`config.mk`:
```
export PLATFORM = sky130hd
export DESIGN_NAME = cache_ctrl
export DESIGN_NICKNAME = d
export VERILOG_FILES = /design/src/verilog/cache_pkg.sv /design/src/verilog/mem_pkg.sv /design/src/verilog/cache_ctrl.sv
export SDC_FILE = /design/constraint.sdc
export NUM_CORES = 1
export LEC_CHECK = 0
export ABC_AREA = 1
export BUFFER_PORTS_ARGS = -buffer_cell sky130_fd_sc_hd__buf_2
export CAP_MARGIN = 20
export CORE_AREA = 2 2 479 481
export DETAILED_ROUTE_END_ITERATION = 10
export DIE_AREA = 0 0 481 483
export GPL_TIMING_DRIVEN = 0
export SKIP_LAST_GASP = 1
export SLEW_MARGIN = 20
export SYNTH_ARGS = -nofsm -noshare
export SYNTH_HDL_FRONTEND = slang
export SYNTH_SLANG_ARGS = --single-unit
```
`constraint.sdc`:
```
create_clock -name clk -period 17.43 [get_ports clk]
set_clock_uncertainty 0.05 [all_clocks]
set_input_delay 3.486 -clock clk [delete_from_list [all_inputs] [get_ports clk]]
set_output_delay 3.486 -clock clk [all_outputs]
set_load 0.02 [all_outputs]
```
`src/verilog/cache_pkg.sv`:
```
/*
  Geometry of the direct-mapped cache: 64 lines of 256 bits, 32-bit byte addresses.
  Address split is tag[31:11], index[10:5], offset[4:0]; all accesses are aligned.
*/
`default_nettype none

package cache_pkg;

  // Requester side
  localparam int addr_w = 32;
  localparam int word_w = 64;

  // Line geometry
  localparam int line_w     = 256;
  localparam int line_words = line_w / word_w;
  localparam int num_lines  = 64;

  // Address fields
  localparam int off_w  = 5;
  localparam int idx_w  = 6;
  localparam int tag_w  = addr_w - idx_w - off_w;

  // Offset split into word select and byte-in-word
  localparam int word_bytes = word_w / 8;
  localparam int wsel_w     = 2;
  localparam int boff_w     = 3;

  // Size code on the requester port
  typedef enum logic [1:0] {
    size_64 = 2'd0,
    size_32 = 2'd1,
    size_16 = 2'd2
  } access_size_e;

  // Controller FSM
  typedef enum logic [2:0] {
    idle      = 3'd0,
    lookup    = 3'd1,
    respond   = 3'd2,
    fetch     = 3'd3,
    fill      = 3'd4,
    write_mem = 3'd5
  } ctrl_state_e;

endpackage

`default_nettype wire

```
`src/verilog/mem_pkg.sv`:
```
/*
  Memory bus and register block definitions. Memory writes are one 64-bit word
  with byte strobes; reads return a full line.
*/
`default_nettype none

package mem_pkg;

  localparam int mem_addr_w = 32;
  localparam int mem_strb_w = 8;

  localparam int csr_addr_w = 2;
  localparam int csr_data_w = 32;

  // Register map of the configuration block
  typedef enum logic [csr_addr_w-1:0] {
    reg_ctrl   = 2'd0,
    reg_hits   = 2'd1,
    reg_misses = 2'd2,
    reg_status = 2'd3
  } csr_reg_e;

endpackage

`default_nettype wire

```
`src/verilog/cache_ctrl.sv`:
```
/*
  One request at a time. Read hit answers two cycles after acceptance; a miss or a
  bypassed read fetches the line. Writes always go through to memory, never allocate.
*/
`timescale 1ns/1ps
`default_nettype none

module cache_ctrl (
  input  logic                            clk,
  input  logic                            rst,

  input  logic                            req_valid,
  output logic                            req_ready,
  input  logic                            req_write,
  input  cache_pkg::access_size_e         req_size,
  input  logic [cache_pkg::addr_w-1:0]    req_addr,
  input  logic [cache_pkg::word_w-1:0]    req_wdata,
  output logic                            resp_valid,
  input  logic                            resp_ready,
  output logic [cache_pkg::word_w-1:0]    resp_rdata,

  output logic                            mem_req_valid,
  input  logic                            mem_req_ready,
  output logic                            mem_req_write,
  output logic [mem_pkg::mem_addr_w-1:0]  mem_req_addr,
  output logic [cache_pkg::word_w-1:0]    mem_req_wdata,
  output logic [mem_pkg::mem_strb_w-1:0]  mem_req_wstrb,
  input  logic                            mem_resp_valid,
  input  logic [cache_pkg::line_w-1:0]    mem_resp_line,

  output logic                            rd_en,
  output logic [cache_pkg::addr_w-1:0]    rd_addr,
  input  logic                            rd_hit,
  input  logic [cache_pkg::line_w-1:0]    rd_line,
  output logic                            fill_en,
  output logic [cache_pkg::addr_w-1:0]    fill_addr,
  output logic [cache_pkg::line_w-1:0]    fill_line,
  output logic                            wr_en,
  output logic [cache_pkg::addr_w-1:0]    wr_addr,
  output logic [cache_pkg::word_w-1:0]    wr_data,
  output logic [mem_pkg::mem_strb_w-1:0]  wr_strb,

  input  logic                            cache_en,
  output logic                            hit_pulse,
  output logic                            miss_pulse,
  output logic                            busy
);
  import cache_pkg::*;
  import mem_pkg::*;

  ctrl_state_e  state_q;
  logic         phase_q;

  // Latched request and fetched line
  logic               req_write_q;
  access_size_e       req_size_q;
  logic [addr_w-1:0]  req_addr_q;
  logic [word_w-1:0]  req_wdata_q;
  logic [line_w-1:0]  line_q;

  logic [word_w-1:0]     lane_data;
  logic [mem_strb_w-1:0] lane_strb;
  logic                  read_check;
  logic                  read_hit;

  // Pull the addressed quantity out of a line, zero-extended
  function automatic logic [word_w-1:0] extract(input logic [line_w-1:0] line,
                                                input logic [off_w-1:0]  off,
                                                input access_size_e      size);
    logic [word_w-1:0] word;
    logic [word_w-1:0] shifted;
    word    = line[off[boff_w +: wsel_w]*word_w +: word_w];
    shifted = word >> {off[boff_w-1:0], 3'b000};
    case (size)
      size_32: return {32'b0, shifted[31:0]};
      size_16: return {48'b0, shifted[15:0]};
      default: return shifted;
    endcase
  endfunction

  // Byte lanes of the write word
  always_comb begin
    case (req_size_q)
      size_32: lane_strb = 8'h0f;
      size_16: lane_strb = 8'h03;
      default: lane_strb = 8'hff;
    endcase
    lane_strb = lane_strb << req_addr_q[boff_w-1:0];
    lane_data = req_wdata_q << {req_addr_q[boff_w-1:0], 3'b000};
  end

  // Second lookup cycle of a read, array output is valid here
  assign read_check = (state_q == lookup) && phase_q && !req_write_q;
  assign read_hit   = rd_hit && cache_en;

  assign req_ready  = (state_q == idle);
  assign busy       = (state_q != idle);
  assign hit_pulse  = read_check && read_hit;
  assign miss_pulse = read_check && !read_hit;

  assign mem_req_write = req_write_q;
  assign mem_req_addr  = req_write_q ? {req_addr_q[addr_w-1:boff_w], {boff_w{1'b0}}}
                                     : {req_addr_q[addr_w-1:off_w], {off_w{1'b0}}};
  assign mem_req_wdata = lane_data;
  assign mem_req_wstrb = lane_strb;

  assign rd_en     = (state_q == lookup) && !phase_q && !req_write_q;
  assign rd_addr   = req_addr_q;
  assign fill_en   = (state_q == fill) && cache_en;
  assign fill_addr = req_addr_q;
  assign fill_line = line_q;
  assign wr_en     = (state_q == write_mem) && mem_req_valid && mem_req_ready;
  assign wr_addr   = req_addr_q;
  assign wr_data   = lane_data;
  assign wr_strb   = lane_strb;

  always_ff @(posedge clk) begin
    if (rst) begin
      state_q       <= idle;
      phase_q       <= 1'b0;
      resp_valid    <= 1'b0;
      mem_req_valid <= 1'b0;
    end else begin
      case (state_q)
        idle: begin
          if (req_valid) begin
            state_q <= lookup;
          end
        end
        lookup: begin
          if (req_write_q) begin
            mem_req_valid <= 1'b1;
            state_q       <= write_mem;
          end else if (!phase_q) begin
            phase_q <= 1'b1;
          end else begin
            phase_q <= 1'b0;
            if (read_hit) begin
              resp_valid <= 1'b1;
              state_q    <= respond;
            end else begin
              mem_req_valid <= 1'b1;
              state_q       <= fetch;
            end
          end
        end
        fetch: begin
          if (mem_req_valid && mem_req_ready) begin
            mem_req_valid <= 1'b0;
          end
          if (mem_resp_valid) begin
            state_q <= fill;
          end
        end
        fill: begin
          resp_valid <= 1'b1;
          state_q    <= respond;
        end
        write_mem: begin
          if (mem_req_ready) begin
            mem_req_valid <= 1'b0;
            resp_valid    <= 1'b1;
            state_q       <= respond;
          end
        end
        respond: begin
          if (resp_ready) begin
            resp_valid <= 1'b0;
            state_q    <= idle;
          end
        end
        default: state_q <= idle;
      endcase
    end
  end

  // Request fields, fetched line and response data
  always_ff @(posedge clk) begin
    if (req_valid && req_ready) begin
      req_write_q <= req_write;
      req_size_q  <= req_size;
      req_addr_q  <= req_addr;
      req_wdata_q <= req_wdata;
    end
    if (state_q == fetch && mem_resp_valid) begin
      line_q <= mem_resp_line;
    end
    if (read_check && read_hit) begin
      resp_rdata <= extract(rd_line, req_addr_q[off_w-1:0], req_size_q);
    end else if (state_q == fill) begin
      resp_rdata <= extract(line_q, req_addr_q[off_w-1:0], req_size_q);
    end else if (wr_en) begin
      resp_rdata <= '0;
    end
  end

endmodule

`default_nettype wire

```
## After elaboration in Yosys (flattened, before gate mapping)

Index checks and enable logic that the tools add are counted.

| word-level totals | value |
|---|---|
| flip-flop bits (word level) | 425 |
| output and inout bits | 602 |
| input port bits | 619 |
| word-level logic and storage cells | 87 |

| operators by class | value |
|---|---|
| shifts and indexed selects | 6 |
| bitwise logic cells | 1 |
| muxes and demuxes | 28 |
| equality and inequality tests | 17 |
| reduce and logical (&&, ||, !) cells | 25 |

Operators by type and width:

| operator | count |
|---|---|
| 256-bit by 9-bit indexed part select with 64-bit output | 2 |
| 64-bit one-hot mux with 2 select lines | 2 |
| 64-bit 2-to-1 mux | 3 |
| 64-bit by 6-bit >> shifter with 64-bit output | 2 |
| 64-bit by 6-bit << shifter with 64-bit output | 1 |
| 3-bit 2-to-1 mux | 6 |
| 3-bit one-hot mux with 6 select lines | 1 |
| 2-bit inequality test, second input constant | 8 |
| 8-bit one-hot mux with 2 select lines | 1 |
| 1-bit logical AND | 13 |
| 1-bit 2-to-1 mux | 12 |
| 5-bit AND reduction | 2 |
| 3-bit nonzero test | 3 |
| 8-bit by 3-bit << shifter with 8-bit output | 1 |
| 3-bit by 2-bit == test with 1-bit output, second input constant | 2 |
| 3-bit == test, second input constant | 2 |
| 3-bit inequality test, second input constant | 2 |
| 6-bit AND reduction | 1 |
| 5-bit 2-to-1 mux | 1 |
| 1-bit one-hot mux with 4 select lines | 1 |
| 4-bit nonzero test | 1 |
| 3-bit by 1-bit == test with 1-bit output, second input constant | 1 |
| 1-bit zero test | 3 |
| 3-bit zero test | 1 |
| 5 further kinds | 5 |

## Depth between registers and ports, before layout

| logic depth | value |
|---|---|
| word-level depth | 6 |
| gate-level depth with buffers | 14 |
| depth with buffers taken out | 11 |

## Worst setup path after synthesis

OpenSTA, ideal clock, no wires.

| path | value |
|---|---|
| path type | input-to-reg |
| start | input port mem_resp_valid |
| end | register line_q[0] (netlist: fill_line[0]) (enable) |
| library setup time | 881 ps |
| setup slack | 2470 ps |
| data required time | 16499 ps |
| cell stages on the path | 2 |
| path buffers | 0 |
| arrival time | 14030 ps |
| cells stage by stage | inv_1 > nor2_1 |

| between the ends | value |
|---|---|
| cells in the longest elaborated chain, start to end | 1 |

RTL lines:

| what | line | source |
|---|---|---|
| start, declared | cache_ctrl.sv:28 | `input logic mem_resp_valid,` |
| 1-bit logical AND | cache_ctrl.sv:185 | `if (state_q == fetch && mem_resp_valid) begin` |
| end signal, assigned | cache_ctrl.sv:186 | `line_q <= mem_resp_line;` |
| end, declared | cache_ctrl.sv:59 | `logic [line_w-1:0] line_q;` |

No other way between the ends.
A chain may end at the register's enable or synchronous reset.

## Worst setup path in the final report

| path | value |
|---|---|
| start | input port cache_en |
| end | output port hit_pulse |

| between the ends | value |
|---|---|
| cells in the longest elaborated chain, start to end | 2 |

RTL lines:

| what | line | source |
|---|---|---|
| start, declared | cache_ctrl.sv:43 | `input logic cache_en,` |
| 1-bit logical AND | cache_ctrl.sv:94 | `assign read_hit = rd_hit && cache_en;` |
| 1-bit logical AND | cache_ctrl.sv:98 | `assign hit_pulse = read_check && read_hit;` |
| end, declared | cache_ctrl.sv:44 | `output logic hit_pulse,` |

No other way between the ends.

==> results.md <==
- Hpwl dp: 207000 um
- Sequential share of power: 26.6%
- Clock transition at path regs: approximately 50 ps
- Area fraction in compound gates after synthesis: 5.14%
- CTS tree: built
- Arrival time at the worst endpoint: 5290 ps
- DR iter-0 viols: 2476
- CTS buffer count: 56
- Flip-flop and latch count after synthesis: 425
- Die ar.: 232000 um^2
- Static Leak: approximately 16 nW
- Hold Path Sink: mem_req_valid
- Largest family of logic cells by synthesized area: simple AND/OR/NAND/NOR gates
- Crit-path leading delay family: buffers and inverters
- PortBufs: 1217
- I/O Pins: 1221
- Hold Crit Class: flop to flop
- Adder-cell share of the synthesized area: 0.106%
- Cell variety after synth: 34
- H-tree lvl count: 2
- # DRC: 0
- First-pass DRT Iterations: 8
- Fin. Hold Viols: 0
- Outcome: completed
- GRT Overall Usage: 19.4%
- MaxCap Viol Count: 0
- CTS Hold Bufs: 0
- Post-CTS Resized: 0
- Internal power: 2.58 mW
- Max-slew violations: 0
- Core Footprint: 227000 um^2
- Worst r2r path cells: 9
- Post-CTS setup buffer count: 0
- Portion of total power attributed to combinational logic: around 49%
- Minimum clock period: between 8000 and 9000 ps
- Worst setup SP type: primary input
- Maximum clock rate: 113 MHz
- RR Startpoint: fill_addr[4]
- R2r endpoint: resp_rdata[3]
- Remaining antenna violation count after routing: 0
- Sw frac: 49.0%
- WS Path Type: primary input to output port
- Pwr Density: between 100 and 150 nW/um^2
- Hold Startpoint: mem_req_valid
- Critical Path Sink Type: output port
- Nets: 4799
- CP max stage delay: roughly 460 ps
- Clock Tree Buf Depth: 3
- Vias in the first global route: between 20000 and 30000
- Synthesized instance count: 2880
- Period utilisation layout: 50.7%
- Via count: between 20000 and 30000
- DR WL/cell: around 32 um
- Initial antenna violation count: 158
- Ordered list of cells on the worst path: buf_2 -> nand2_1 -> nor2_1 -> nand2_1 -> nor2_4 -> buf_6 -> clkbuf_1 -> buf_2
- CP bufs+invs: 4
- GPL Wtd Cong: around 0.96
- Slew HR: 24.2%
- CTS root buffer: clkbuf_16
- Setup TNS: 0 ps
- Worst reg2reg setup slack: 13100 ps
- Global route total overflow: 0
- Die extent in y: 483 um
- Final wirelength: 235000 um
- Final core utilization: 15.9%
- Share of layout cells above drive strength 1: 38.1%
- Psw: 2.47 mW
- Simple-Gate Fraction of Synth Area: between 30% and 40%
- Slowest stage cell on the critical path: clkbuf_1
- Clock power frac: 24.7%
- P&R area growth vs syn: 52.3%
- First-pass GRT wire length: 287000 um
- Crit-path max FO: 10
- Synth Area per Inst: slightly above 8 um^2
- XOR/XNOR share of the synthesized area: 0%
- Post-Syn Area: between 20000 and 25000 um^2
- Num rows: 175
- Initial Util: between 10% and 20%
- Slew @ Worst Pin: 1130 ps
- Yosys Warn Count: 0
- Final setup fails: 0
- CP required: 13890 ps
- Die width: 481 um
- Register area share after synthesis: between 50% and 60%
- Fin Hold WS: 457 ps
- VDD IR max: 0.117 mV
- Mux cell area share after synthesis: 0%
- Worst hold stages: 2
- DR vias/cell: 3.75
- Largest net degree at the start of global routing: 31
- Clk_lat worst skew: around 710 ps
- Clk sink count: approximately 430
- RSZ-0062 raised after global routing: false
==> cells in the mapped netlist, drive strengths merged <==
| cell type | number | area (um^2) |
|---|---|---|
| nor2b | 1 | 6.26 |
| o2111ai | 1 | 8.76 |
| clkbuf | 75 | 282 |
| ha | 2 | 25.0 |
| nand3 | 407 | 2040 |
| o22ai | 1 | 6.26 |
| nor2 | 154 | 623 |
| a221oi | 11 | 96.3 |
| conb | 1 | 3.75 |
| and3 | 8 | 50.1 |
| edfxtp | 419 | 12600 |
| dfxtp | 6 | 120 |
| nand4 | 6 | 37.5 |
| nand3b | 1 | 7.51 |
| a21oi | 54 | 308 |
| clkinv | 1 | 3.75 |
| o21ai | 111 | 556 |
| o211ai | 7 | 52.6 |
| inv | 59 | 221 |
| buf | 268 | 1730 |
| nor3 | 2 | 10.0 |
| a32oi | 3 | 26.3 |
| a211oi | 2 | 15.0 |
| nand2 | 1260 | 4730 |
| a22oi | 20 | 150 |
==> cell type report <==
cell class,count,area [um^2]
fillers,26100,191000
multi-input cells,2054,8790
flip-flops and latches,425,12700
plain buffers,343,2020
inverters,60,225
diodes,43,108
clock inverters,43,459
well taps,3009,3760
repair buffers,1238,6580
clock buffers,62,1450
==> worst min-delay path, delay by kind of cell, from the launching register on <==
family / cells / cell delay (ps)
and+or+nand+nor: 1 / 100
AOI/OAI and AO/OA: 1 / 40
DFF: 1 / 320
==> stage by stage <==
step / cell area, um^2 / cells / power [mW] / worst slack, ps
floorplan: 23700 / 2882 / 2.50 / 2470
global placement: 33600 / 7108 / 3.85 / -4340
detailed placement: 34100 / 7128 / 3.84 / 8620
CTS: 36000 / 7233 / 5.13 / 8620
global route: 36000 / 7248 / 5.28 / 8520
finish: 36100 / 7277 / 5.05 / 8600
==> registers in the layout, indices dropped and copies added (netlist names), 2 cells and up <==
register,cells
state_q,3
fill_line,256
fill_addr,32
resp_rdata,64
req_wdata_q,64
req_size_q,2
==> per-layer routing <==
| layer | GRT usage, % | vias to the layer above | share of wire, % | wire length, um |
|---|---|---|---|---|
| li1 | - | 12100 | - | - |
| met1 | 23.4 | 12900 | 40 | 94000 |
| met2 | 31.0 | 1879 | 44 | 104000 |
| met3 | 8.16 | 356 | 12 | 27800 |
| met4 | 5.96 | 64 | 3.6 | 8350 |
| met5 | 0 | - | 0.18 | 412 |
==> cells by family (layout without fill, tap and decap cells) <==
| group | Yosys count | in the layout |
|---|---|---|
| compound gates | 210 | 210 |
| buf+inv | 403 | 1746 |
| other cells | 1 | 46 |
| flops | 425 | 425 |
| fa+ha+maj | 2 | 2 |
| simple gates | 1839 | 1839 |
==> power by group through the flow <==
stage	Clock (mW)	Combinational [mW]	Sequential, mW
CTS	1.30	2.49	1.34
detailed placement	0	2.48	1.36
global placement	0	2.44	1.41
finish	1.25	2.46	1.34
floorplan	0	1.10	1.40
global route	1.32	2.61	1.35
==> how the worst max path moves through the flow <==
stage / startpoint / end / slack (ps) / cells past startpoint
floorplan: mem_resp_valid / fill_line[0] / 2470 / 2
global placement: mem_resp_valid / fill_line[99] / -4340 / 3
detailed placement: cache_en / hit_pulse / 8620 / 8
CTS: cache_en / hit_pulse / 8620 / 8
global route: cache_en / hit_pulse / 8520 / 8
finish: cache_en / hit_pulse / 8600 / 8
==> cells in the final DEF, fill, tap and decap left out, types with 2 or more instances in the layout <==
cell / synthesis / routed
clkbuf_1: 75 / 76
diode_2: 0 / 43
nand2_1: 1258 / 1258
o21ai_0: 105 / 104
buf_12: 0 / 10
buf_6: 1 / 2
nand4_1: 6 / 6
edfxtp_1: 419 / 419
inv_1: 51 / 51
a21oi_1: 44 / 44
clkinv_4: 0 / 7
nor2_2: 6 / 7
o21ai_1: 6 / 6
a22oi_1: 20 / 20
clkbuf_16: 0 / 57
a32oi_1: 3 / 3
clkinv_2: 0 / 11
buf_4: 167 / 167
a21oi_2: 10 / 10
a211oi_1: 2 / 2
nor3_1: 2 / 2
clkbuf_2: 0 / 4
inv_6: 0 / 7
buf_16: 0 / 10
o211ai_1: 7 / 7
conb_1: 1 / 3
buf_2: 75 / 1292
dfxtp_1: 6 / 6
bufinv_16: 0 / 8
clkinv_1: 1 / 10
buf_1: 25 / 25
ha_1: 2 / 2
and3_1: 8 / 8
nor2_4: 4 / 6
nor2_1: 144 / 141
nand3_1: 407 / 407
nand2_2: 2 / 2
a221oi_1: 11 / 11
inv_2: 8 / 8
Power figures use the tool's default switching activity.
