<file path="config.mk">
export PLATFORM = sky130hd
export DESIGN_NAME = cache_csr
export DESIGN_NICKNAME = d
export VERILOG_FILES = /design/src/verilog/mem_pkg.sv /design/src/verilog/cache_csr.sv
export SDC_FILE = /design/constraint.sdc
export NUM_CORES = 1
export LEC_CHECK = 0
export ABC_AREA = 1
export BUFFER_PORTS_ARGS = -buffer_cell sky130_fd_sc_hd__buf_2
export CORE_MARGIN = 1.5
export CORE_UTILIZATION = 50
export CTS_CLUSTER_SIZE = 16
export DETAILED_ROUTE_END_ITERATION = 10
export GPL_TIMING_DRIVEN = 1
export HOLD_SLACK_MARGIN = 0.12
export PLACE_DENSITY = 0.72
export SLEW_MARGIN = 20
export SYNTH_ARGS = -nofsm -noshare
export SYNTH_HDL_FRONTEND = slang
export SYNTH_SLANG_ARGS = --single-unit
</file>
<file path="constraint.sdc">
create_clock -name clk -period 2.25 [get_ports clk]
set_clock_uncertainty 0.05 [all_clocks]
set_input_delay 0 -clock clk [delete_from_list [all_inputs] [get_ports clk]]
set_output_delay 0 -clock clk [all_outputs]
set_load 0.005 [all_outputs]
</file>
<file path="src/verilog/mem_pkg.sv">
/*
  Memory bus and register block definitions. Memory writes are one 64-bit word
  with byte strobes; reads return a full line.
*/
`default_nettype none

package mem_pkg;

  localparam int mem_addr_w = 32;
  localparam int mem_strb_w = 8;

  localparam int csr_addr_w = 2;
  localparam int csr_data_w = 32;

  // Register map of the configuration block
  typedef enum logic [csr_addr_w-1:0] {
    reg_ctrl   = 2'd0,
    reg_hits   = 2'd1,
    reg_misses = 2'd2,
    reg_status = 2'd3
  } csr_reg_e;

endpackage

`default_nettype wire

</file>
<file path="src/verilog/cache_csr.sv">
/*
  Register block: enable, invalidate pulse, saturating hit/miss counters, status.
  Read data is combinational from the address. Any write to a counter clears it.
*/
`timescale 1ns/1ps
`default_nettype none

module cache_csr (
  input  logic                           clk,
  input  logic                           rst,
  input  logic                           csr_write,
  input  mem_pkg::csr_reg_e              csr_addr,
  input  logic [mem_pkg::csr_data_w-1:0] csr_wdata,
  output logic [mem_pkg::csr_data_w-1:0] csr_rdata,
  input  logic                           hit_pulse,
  input  logic                           miss_pulse,
  input  logic                           busy,
  output logic                           cache_en,
  output logic                           inv_all
);
  import mem_pkg::*;

  logic [csr_data_w-1:0] hits_q;
  logic [csr_data_w-1:0] misses_q;

  // Bit 1 of the control register is a strobe and never stored
  assign inv_all = csr_write && (csr_addr == reg_ctrl) && csr_wdata[1];

  always_ff @(posedge clk) begin
    if (rst) begin
      cache_en <= 1'b1;
    end else if (csr_write && csr_addr == reg_ctrl) begin
      cache_en <= csr_wdata[0];
    end
  end

  always_ff @(posedge clk) begin
    if (rst) begin
      hits_q   <= '0;
      misses_q <= '0;
    end else begin
      if (csr_write && csr_addr == reg_hits) begin
        hits_q <= '0;
      end else if (hit_pulse && hits_q != '1) begin
        hits_q <= hits_q + 1'b1;
      end
      if (csr_write && csr_addr == reg_misses) begin
        misses_q <= '0;
      end else if (miss_pulse && misses_q != '1) begin
        misses_q <= misses_q + 1'b1;
      end
    end
  end

  always_comb begin
    csr_rdata = '0;
    case (csr_addr)
      reg_ctrl:   csr_rdata[0] = cache_en;
      reg_hits:   csr_rdata    = hits_q;
      reg_misses: csr_rdata    = misses_q;
      reg_status: csr_rdata[0] = busy;
      default:    csr_rdata    = '0;
    endcase
  end

endmodule

`default_nettype wire

</file>
* After elaboration in Yosys (flattened, before gate mapping)
Cells that the tools add are included.
Word-level totals: register bits after elaboration 65, input bits 40, output and inout port bits 34, logic and storage cells 21
Operators by class: $add $sub $neg 2, eq/ne operators 5, mux-type cells 2, reductions and logical operators 9
Operators with widths (number):
- $add A32 B1 Y32 const B | 2
- $ne A32 B32 Y1 const B | 2
- $pmux W31 S2 | 1
- $logic_and A1 B1 Y1 | 6
- $eq A2 B2 Y1 const B | 2
- $pmux W1 S4 | 1
- $reduce_or A2 Y1 | 2
- $eq A2 B1 Y1 const B | 1
- $logic_not A2 Y1 | 1

* Depth between registers and ports, before layout
Gate-level depths: netlist (run 1).
depth in word-level cells 3, gate-level depth with buffers 11, depth with buffers taken out 10

* Least setup slack after synthesis (run 1)
OpenSTA, ideal clock, no wires.
path kind reg2reg, start point register hits_q[0], end point register hits_q[15], library setup time 0.115 ns, arrival time 1.475 ns, data required time 2.085 ns, setup slack 0.610 ns, stages on the path, launching flop included 10, cells stage by stage dfxtp_1 > ha_1 > inv_1 > nor2_4 > nand2_2 > nor2_4 > nand3_4 > buf_6 > a21oi_1 > nor2_1
Between the ends: word-level cells in the longest chain between the ends 2
RTL lines:
- start: declaration | RTL line cache_csr.sv:23 | logic [csr_data_w-1:0] hits_q;
- start signal: assignment | RTL line cache_csr.sv:45 | hits_q <= hits_q + 1'b1;
- branches (longest 2 deep; another with $add A32 B1 Y32)
Parallel ways; which one is timed is not known. A chain may end at the register's enable or synchronous reset.

* Worst setup path in the final report (run 1)
start point register hits_q[1], end point register hits_q[15]
The elaborated chain is that of the path after synthesis.

==> reports/results.ini, run 1 <==
[setup_path]
startpoint_type = flop
cp.arrival_ps = 2100
endpoint_kind = flop
cp_max_fo = 26
cp.required_ps = 2440
path_class = reg -> reg

[drt]
wl_per_cell_um = 13.6
drc = 0
dr.pass1.iters = 5
via_count = 5064
vias_per_cell = 5.40
drt-initial-drc-count = 223
postRouteAntennaNets = 0
wl_mm = 12.7

[timing]
tightest_slew_ps = 523
fmax_mhz = 525
period_share = 0.847
setup_ws_ps = 344
report.final.slew_viol_count = 0
final_hold_viol_count = 0
rsz0062_at_grt = false
tns_ps = 0
whs_ps = 150
setup_violations = 0
slew_headroom = 0.651
fin_crit_ps = 1910

[floorplan]
fp.dieH_um = 98.1
die_area_sq_mm = 0.00962
io-pin-count = 74
core-area_sq_mm = 0.00876
placementRows = 34
dieWidth_um = 98.1
start_util = 0.516

[final_layout]
utilization = 0.573
n_fill_cell = 919
final_common_cell = nand2_1
layout-drive-gt1-share = 0.122
regArea_sq_mm = 0.00130
multiInputGateArea_sq_mm = 0.00285
area_growth_pct = 11.0
fin_nets = 871
final-instance-count-excl-fill = 937
diodes = 0
final_cell_mix = nand2_1 (243), nor2_1 (159), a21oi_1 (82)

[clocking]
insertion_delay_ps = 350
cts_buffer_depth = 2
clkSinkCount = 65
cts_resized = 0
cts.htree.levels = 3
cts_made_buffers = 9
cts.clk_slew.worst_paths_ps = 70
root_buffer = clkbuf_8
cts.hold.buffers_added = 5
cts_setup_buffers = 0
cts_tree = yes

[place]
dp.cells = 916
port_buffers = 43
gp_routability_congestion = 0.915
dpl.hpwl_mm = 9.56
dpl_worst_slack_ps = 355

[global_route]
grt_max_degree = 33
track_usage = 0.271
grt_overflow = 0
antenna_found_initial = 0
grt_pass1_wl_mm = 21.5
first_global_vias = 4752

[synthesis]
syn-cell-area_sq_mm = 0.00452
synth_area_per_cell_sq_um = 5.79
synth-seq-cells = 65
syn_inst = 781
synth_cell_types = 28
seq_area_frac_synth = 0.288
ys.warnings.count = 0
synth_fp_nets = 828

[run_status]
status = finished clean

[power]
power_leakage_uw = 0.00187
p_per_area_mw_per_mm2 = 432
ir_drop_mv = 0.323

[job]
cap_viol_max_count = 0

[worst_hold_path]
holdCritPathClass = in -> reg

## final cells by class
type                       instances  share of cell area
clock buffer                      12              0.0269
tap                              108              0.0269
timing repair buffer              61              0.0723
inverter                          58              0.0434
sequential                        65               0.259
multi-input combinational        629               0.567
clock inverter                     4             0.00399
## sequential cells by signal, indices dropped and copies added, names as in the netlist
| signal | cells |
|---|---|
| misses_q | 32 |
| cache_en | 1 |
| hits_q | 32 |
## per-stage QoR
step / area, sq um / power (uW)
2_1_floorplan: 4520 / 1290
3_3_place_gp: 4810 / 1330
3_5_place_dp: 4810 / 1340
4_1_cts: 5020 / 2190
5_1_grt: 5020 / 2250
6_report: 5020 / 2170
## critical path, cell delays in order (launching register included)
cell     delay (ps)
dfxtp_1         390
ha_1            290
inv_1           100
nor2_4          160
nand2_2          90
nor2_4          130
nand3_4         270
a21oi_1         250
nor2_1           60
## worst paths after layout
| kind | cells after the start | to | slack (ps) | startpoint |
|---|---|---|---|---|
| worst max register to register | 8 | hits_q[15]$_SDFFE_PP0P_ | 340 | hits_q[1]$_SDFFE_PP0P_ |
| worst min-delay path | 5 | hits_q[4]$_SDFFE_PP0P_ | 150 | rst |
| worst min register to register | 2 | misses_q[1]$_SDFFE_PP0P_ | 480 | misses_q[1]$_SDFFE_PP0P_ |
| worst max-delay path | 8 | hits_q[15]$_SDFFE_PP0P_ | 340 | hits_q[1]$_SDFFE_PP0P_ |
## cell usage after synthesis
library cell | instances | share of area
a21oi_1 | 83 | 0.092
a21oi_2 | 1 | 0.0019
a31oi_1 | 1 | 0.0014
and2_1 | 2 | 0.0028
buf_2 | 9 | 0.010
buf_4 | 1 | 0.0017
buf_6 | 5 | 0.012
clkbuf_1 | 14 | 0.012
dfxtp_1 | 65 | 0.29
ha_1 | 7 | 0.019
inv_1 | 57 | 0.047
inv_2 | 1 | 0.00083
nand2_1 | 243 | 0.20
nand2_2 | 7 | 0.0097
nand2_4 | 1 | 0.0025
nand3_1 | 67 | 0.074
nand3_2 | 6 | 0.013
nand3_4 | 1 | 0.0039
nand3b_1 | 1 | 0.0017
nand4_1 | 25 | 0.035
nor2_1 | 159 | 0.13
nor2_2 | 9 | 0.012
nor2_4 | 4 | 0.010
nor3_1 | 7 | 0.0077
o21ai_0 | 1 | 0.0011
o21ai_1 | 1 | 0.0011
or2_2 | 1 | 0.0014
xor2_1 | 2 | 0.0039
## cell families (layout without fill, tap and decap cells)
family	count (synthesis)	after routing	synth area share
simple gates	533	533	0.508
flops	65	65	0.288
compound gates	87	87	0.0974
xor+xnor	2	2	0.00387
fa+ha+maj	7	7	0.0194
buf+inv	87	135	0.0838
## where the power goes
part	switching, uW	internal [uW]	leakage (uW)
Sequential	6.53	1160	0.000524
Combinational	107	49.1	0.00126
Clock	453	394	0.0000839
Total	567	1600	0.00187
## metal layers
layer,global-route usage,routed length (um),vias up
met5,0,0,-
met4,0.137,458,0
met3,0.0387,627,42
met2,0.476,6290,164
met1,0.320,5380,2269
li1,-,-,2589
(Power assumes the default switching activity.)
==> run 2: changes to the inputs <==
==> constraint.sdc (replaced) <==
create_clock -name clk -period 1.9 [get_ports clk]
set_clock_uncertainty 0.05 [all_clocks]
set_input_delay 0 -clock clk [delete_from_list [all_inputs] [get_ports clk]]
set_output_delay 0 -clock clk [all_outputs]
set_load 0.005 [all_outputs]
==> reports/results.ini, run 2 (synthesis results as in run 1) <==
[run_status]
status = finished clean

[global_route]
first_global_vias = 4797
grt_max_degree = 33
antenna_found_initial = 0
grt_overflow = 0
track_usage = 0.275
grt_pass1_wl_mm = 21.6

[drt]
drt-met1-wl_mm = 5.44
dr_wl_met2_mm = 6.50
wl_met3_um = 831
via_count = 5187
wl_mm = 13.2
postRouteAntennaNets = 0
wl_per_cell_um = 13.8
drc = 0
dr.pass1.iters = 5
top_layer_used = met4
drt-initial-drc-count = 333
vias_per_cell = 5.41

[power]
p_per_area_mw_per_mm2 = 527
sequentialPowerShare = 0.497
cellInternalPower_uw = 2070
power_switching_uw = 691
swShare = 0.250
power_leakage_uw = 0.00199
power_frac_clock = 0.432
ir_drop_mv = 0.438
p_comb_frac = 0.071

[setup_path]
crit_path_top_delay_cell = dfxtp_1
r2r-start = hits_q[0]$_SDFFE_PP0P_
cp.arrival_ps = 1990
crit_path_cell_trace = ha_2 > inv_1 > nor2_4 > nand2_2 > nor2_1 > nand2_1 > buf_4 > nand2_1 > nand2_1 > nand2_1 > nor2_1
slowest_delay_ps = 340
path_class = reg -> reg
cp.required_ps = 2100
critPathBufInv = 2
startpoint_type = flop
crit_start = hits_q[0]$_SDFFE_PP0P_
endpoint_kind = flop
cp_max_fo = 21
critPathTopFamily = simple AND/OR/NAND/NOR gates
cpMostUsedCell = nand2_1

[timing]
period_share = 0.945
tightest_slew_ps = 472
rsz0062_at_grt = false
tns_ps = 0
final_hold_viol_count = 0
setup_ws_ps = 104
slew_headroom = 0.684
report.final.slew_viol_count = 0
setup_violations = 0
whs_ps = 189
fin_crit_ps = 1800
fmax_mhz = 557

[clocking]
clkSinkCount = 65
root_buffer = clkbuf_8
cts_made_buffers = 9
cts.clk_slew.worst_paths_ps = 80
cts_tree = yes
insertion_delay_ps = 350
cts_buffer_depth = 2
cts.htree.levels = 3
cts_setup_buffers = 0

[floorplan]
fp.dieH_um = 98.1
core-area_sq_mm = 0.00876
placementRows = 34
start_util = 0.516
io-pin-count = 74
dieWidth_um = 98.1
die_area_sq_mm = 0.00962

[final_layout]
utilization = 0.599
area_growth_pct = 16.0
n_fill_cell = 906
layout-drive-gt1-share = 0.152
fin_nets = 892
diodes = 0
final_cell_mix = nand2_1 (242), nor2_1 (158), a21oi_1 (82)
reg.largest.list = hits_q (32), misses_q (32), cache_en (1)
final_common_cell = nand2_1

[worst_hold_path]
hp-start = csr_write
holdCritPathClass = in -> reg

[place]
dpl.hpwl_mm = 9.83
gp_routability_congestion = 0.934
dpl_worst_slack_ps = 70.7
port_buffers = 43

[job]
cap_viol_max_count = 0

-- run 2: cell count changes in the layout (fill, tap and decap cells not counted), moves of 2 or more --
cell      before  now
ha_1           7    5
nor3_1         7    5
ha_2           0    2
buf_4         13   33
clkinv_2       4    2
nand3_4        1    3
nor3_2         0    2
-- run 2: timing repair --
action	4_1_cts	5_1_grt
setup endpoints to repair	0	39
hold buffers	4	0
gates resized for setup	0	9
endpoints found under the hold margin	11	0
-- run 2: path summary, 6_finish.rpt --
path                                    end  slack (ps)  depth (start not counted)
setup / recovery    hits_q[11]$_SDFFE_PP0P_         100                         11
hold / removal     misses_q[3]$_SDFFE_PP0P_         190                          5
setup reg to reg    hits_q[11]$_SDFFE_PP0P_         100                         11
hold reg to reg   misses_q[22]$_SDFFE_PP0P_         500                          2
-- run 2: area by class of cell --
type | count | area (sq um) | area share
clock buffers | 13 | 149 | 0.0284
multi-input cells | 630 | 2890 | 0.551
inverters | 58 | 218 | 0.0415
flip-flops and latches | 65 | 1300 | 0.248
well taps | 108 | 135 | 0.0258
clock inverters | 3 | 40.0 | 0.00763
repair buffers | 81 | 514 | 0.0980
-- run 2: worst register-to-register path, delay by kind of cell (launching register included) --
family	cells	cell delay (ps)
AND/OR/NAND/NOR	8	750
flip-flops	1	340
buffers and inverters	2	320
adder cells (fa/ha/maj)	1	240
-- run 2: routing by layer --
| layer | vias to the layer above | track usage |
|---|---|---|
| met3 | 31 | 0.0387 |
| met4 | 0 | 0.119 |
| met1 | 2336 | 0.331 |
| li1 | 2639 | - |
| met5 | - | 0 |
| met2 | 181 | 0.488 |
-- run 2: metrics by stage --
stage	power, uW	cells	area, sq um
floorplan	1530	781	4520
global placement	1580	937	4970
detailed placement	1590	937	4970
CTS	2780	957	5200
global route	2860	958	5250
finish	2760	958	5250
-- run 2: power by group through the flow --
stage | registers, uW | logic, uW | clock network [uW]
after floorplan | 1410 | 124 | 0
after detailed placement | 1400 | 187 | 0
final | 1370 | 196 | 1190
after CTS | 1370 | 193 | 1210
after global placement | 1400 | 179 | 0
after global routing | 1370 | 218 | 1270
==> run 3: changes to the inputs <==
--- a/config.mk
+++ b/config.mk
@@ -11,8 +11,8 @@
 export CORE_UTILIZATION = 50
 export CTS_CLUSTER_SIZE = 16
 export DETAILED_ROUTE_END_ITERATION = 10
-export GPL_TIMING_DRIVEN = 1
 export HOLD_SLACK_MARGIN = 0.12
+export MAX_ROUTING_LAYER = met4
 export PLACE_DENSITY = 0.72
 export SLEW_MARGIN = 20
 export SYNTH_ARGS = -nofsm -noshare
==> reports/results.ini, run 3 (synthesis results as in run 1) <==
[run_status]
status = finished clean

[floorplan]
die_area_sq_mm = 0.00962
core-area_sq_mm = 0.00876
fp.dieH_um = 98.1
placementRows = 34
dieWidth_um = 98.1
start_util = 0.516
io-pin-count = 74

[job]
cap_viol_max_count = 0

[power]
swShare = 0.256
power_switching_uw = 683
sequentialPowerShare = 0.515
p_comb_frac = 0.079
p_per_area_mw_per_mm2 = 505
power_frac_clock = 0.406
cellInternalPower_uw = 1990
power_leakage_uw = 0.00201
ir_drop_mv = 0.367

[drt]
drt-initial-drc-count = 287
dr.pass1.iters = 5
vias_per_cell = 5.33
postRouteAntennaNets = 0
via_count = 5129
drc = 0
wl_per_cell_um = 13.8
wl_mm = 13.3

[global_route]
grt_overflow = 0
antenna_found_initial = 0
grt_pass1_wl_mm = 22.1
track_usage = 0.292
grt_max_degree = 33
first_global_vias = 4823

[setup_path]
cp.required_ps = 2100
endpoint_kind = flop
cp.arrival_ps = 1950
path_class = reg -> reg
startpoint_type = flop
cp_max_fo = 13

[clocking]
cts_setup_buffers = 0
cts_made_buffers = 9
cts_tree = yes
root_buffer = clkbuf_8
clkSinkCount = 65
insertion_delay_ps = 350
cts.clk_slew.worst_paths_ps = 70
cts.htree.levels = 3
cts_buffer_depth = 2

[final_layout]
reg.largest.list = hits_q (32), misses_q (32), cache_en (1)
utilization = 0.603
diodes = 0
n_fill_cell = 858
final_cell_mix = nand2_1 (242), nor2_1 (159), a21oi_1 (81)
area_growth_pct = 16.9
layout-drive-gt1-share = 0.152
final_common_cell = nand2_1
fin_nets = 897

[place]
port_buffers = 43
dpl.hpwl_mm = 9.92
gp_routability_congestion = 0.947

[timing]
setup_violations = 0
report.final.slew_viol_count = 0
tns_ps = 0
period_share = 0.921
fin_crit_ps = 1750
final_hold_viol_count = 0
whs_ps = 184
fmax_mhz = 571
tightest_slew_ps = 569
slew_headroom = 0.620

[worst_hold_path]
holdCritPathClass = in -> reg

## run 3: power groups by stage
stage	logic [uW]	registers [uW]	clock network [uW]
after floorplan	124	1410	0
after global placement	188	1400	0
after detailed placement	195	1400	0
after CTS	208	1370	1100
after global routing	237	1370	1150
final	211	1370	1080
## run 3: timing repair
item	in CTS	in global routing
gates resized for setup	0	9
endpoints found under the hold margin	50	0
endpoints found under the setup margin	0	44
hold buffers	8	0
## run 3: area by class of cell
class                   instances  area, sq um  share of cell area
well taps                     108          135              0.0256
flip-flops and latches         65         1300               0.246
clock inverters                 3         15.0             0.00284
repair buffers                 86          578               0.109
multi-input cells             630         2880               0.545
clock buffers                  13          159              0.0301
inverters                      58          218              0.0412
## run 3: routing by layer
| layer | global-route usage | vias to the layer above | part of all wire |
|---|---|---|---|
| met4 | 0.156 | 0 | 0.042 |
| met3 | 0.0415 | 47 | 0.053 |
| li1 | - | 2645 | - |
| met5 | - | - | 0 |
| met1 | 0.346 | 2273 | 0.42 |
| met2 | 0.477 | 164 | 0.48 |
## run 3: final timing paths
path | start | endpoint | slack [ps] | depth (start not counted)
hold / removal | csr_addr[0] | hits_q[3]$_SDFFE_PP0P_ | 180 | 5
setup / recovery | hits_q[0]$_SDFFE_PP0P_ | hits_q[20]$_SDFFE_PP0P_ | 150 | 8
setup reg to reg | hits_q[0]$_SDFFE_PP0P_ | hits_q[20]$_SDFFE_PP0P_ | 150 | 8
hold reg to reg | misses_q[30]$_SDFFE_PP0P_ | misses_q[30]$_SDFFE_PP0P_ | 490 | 2
## run 3: metrics by stage
step,area [sq um],worst slack (ps),cells,total power (uW)
floorplan,4520,260,781,1530
global placement,4990,135,938,1590
detailed placement,4990,62.3,938,1600
CTS,5240,49.1,962,2680
global route,5290,-11.9,963,2760
finish,5290,149,963,2670
## run 3: worst max-delay path, stage by stage, from the launching register on
cell and delay [ps]:
dfxtp_1 350, ha_2 240, inv_1 80, nor2_4 160
nand2_2 100, nor2_4 180, nand3_4 210, a21oi_1 220
nor2_1 60
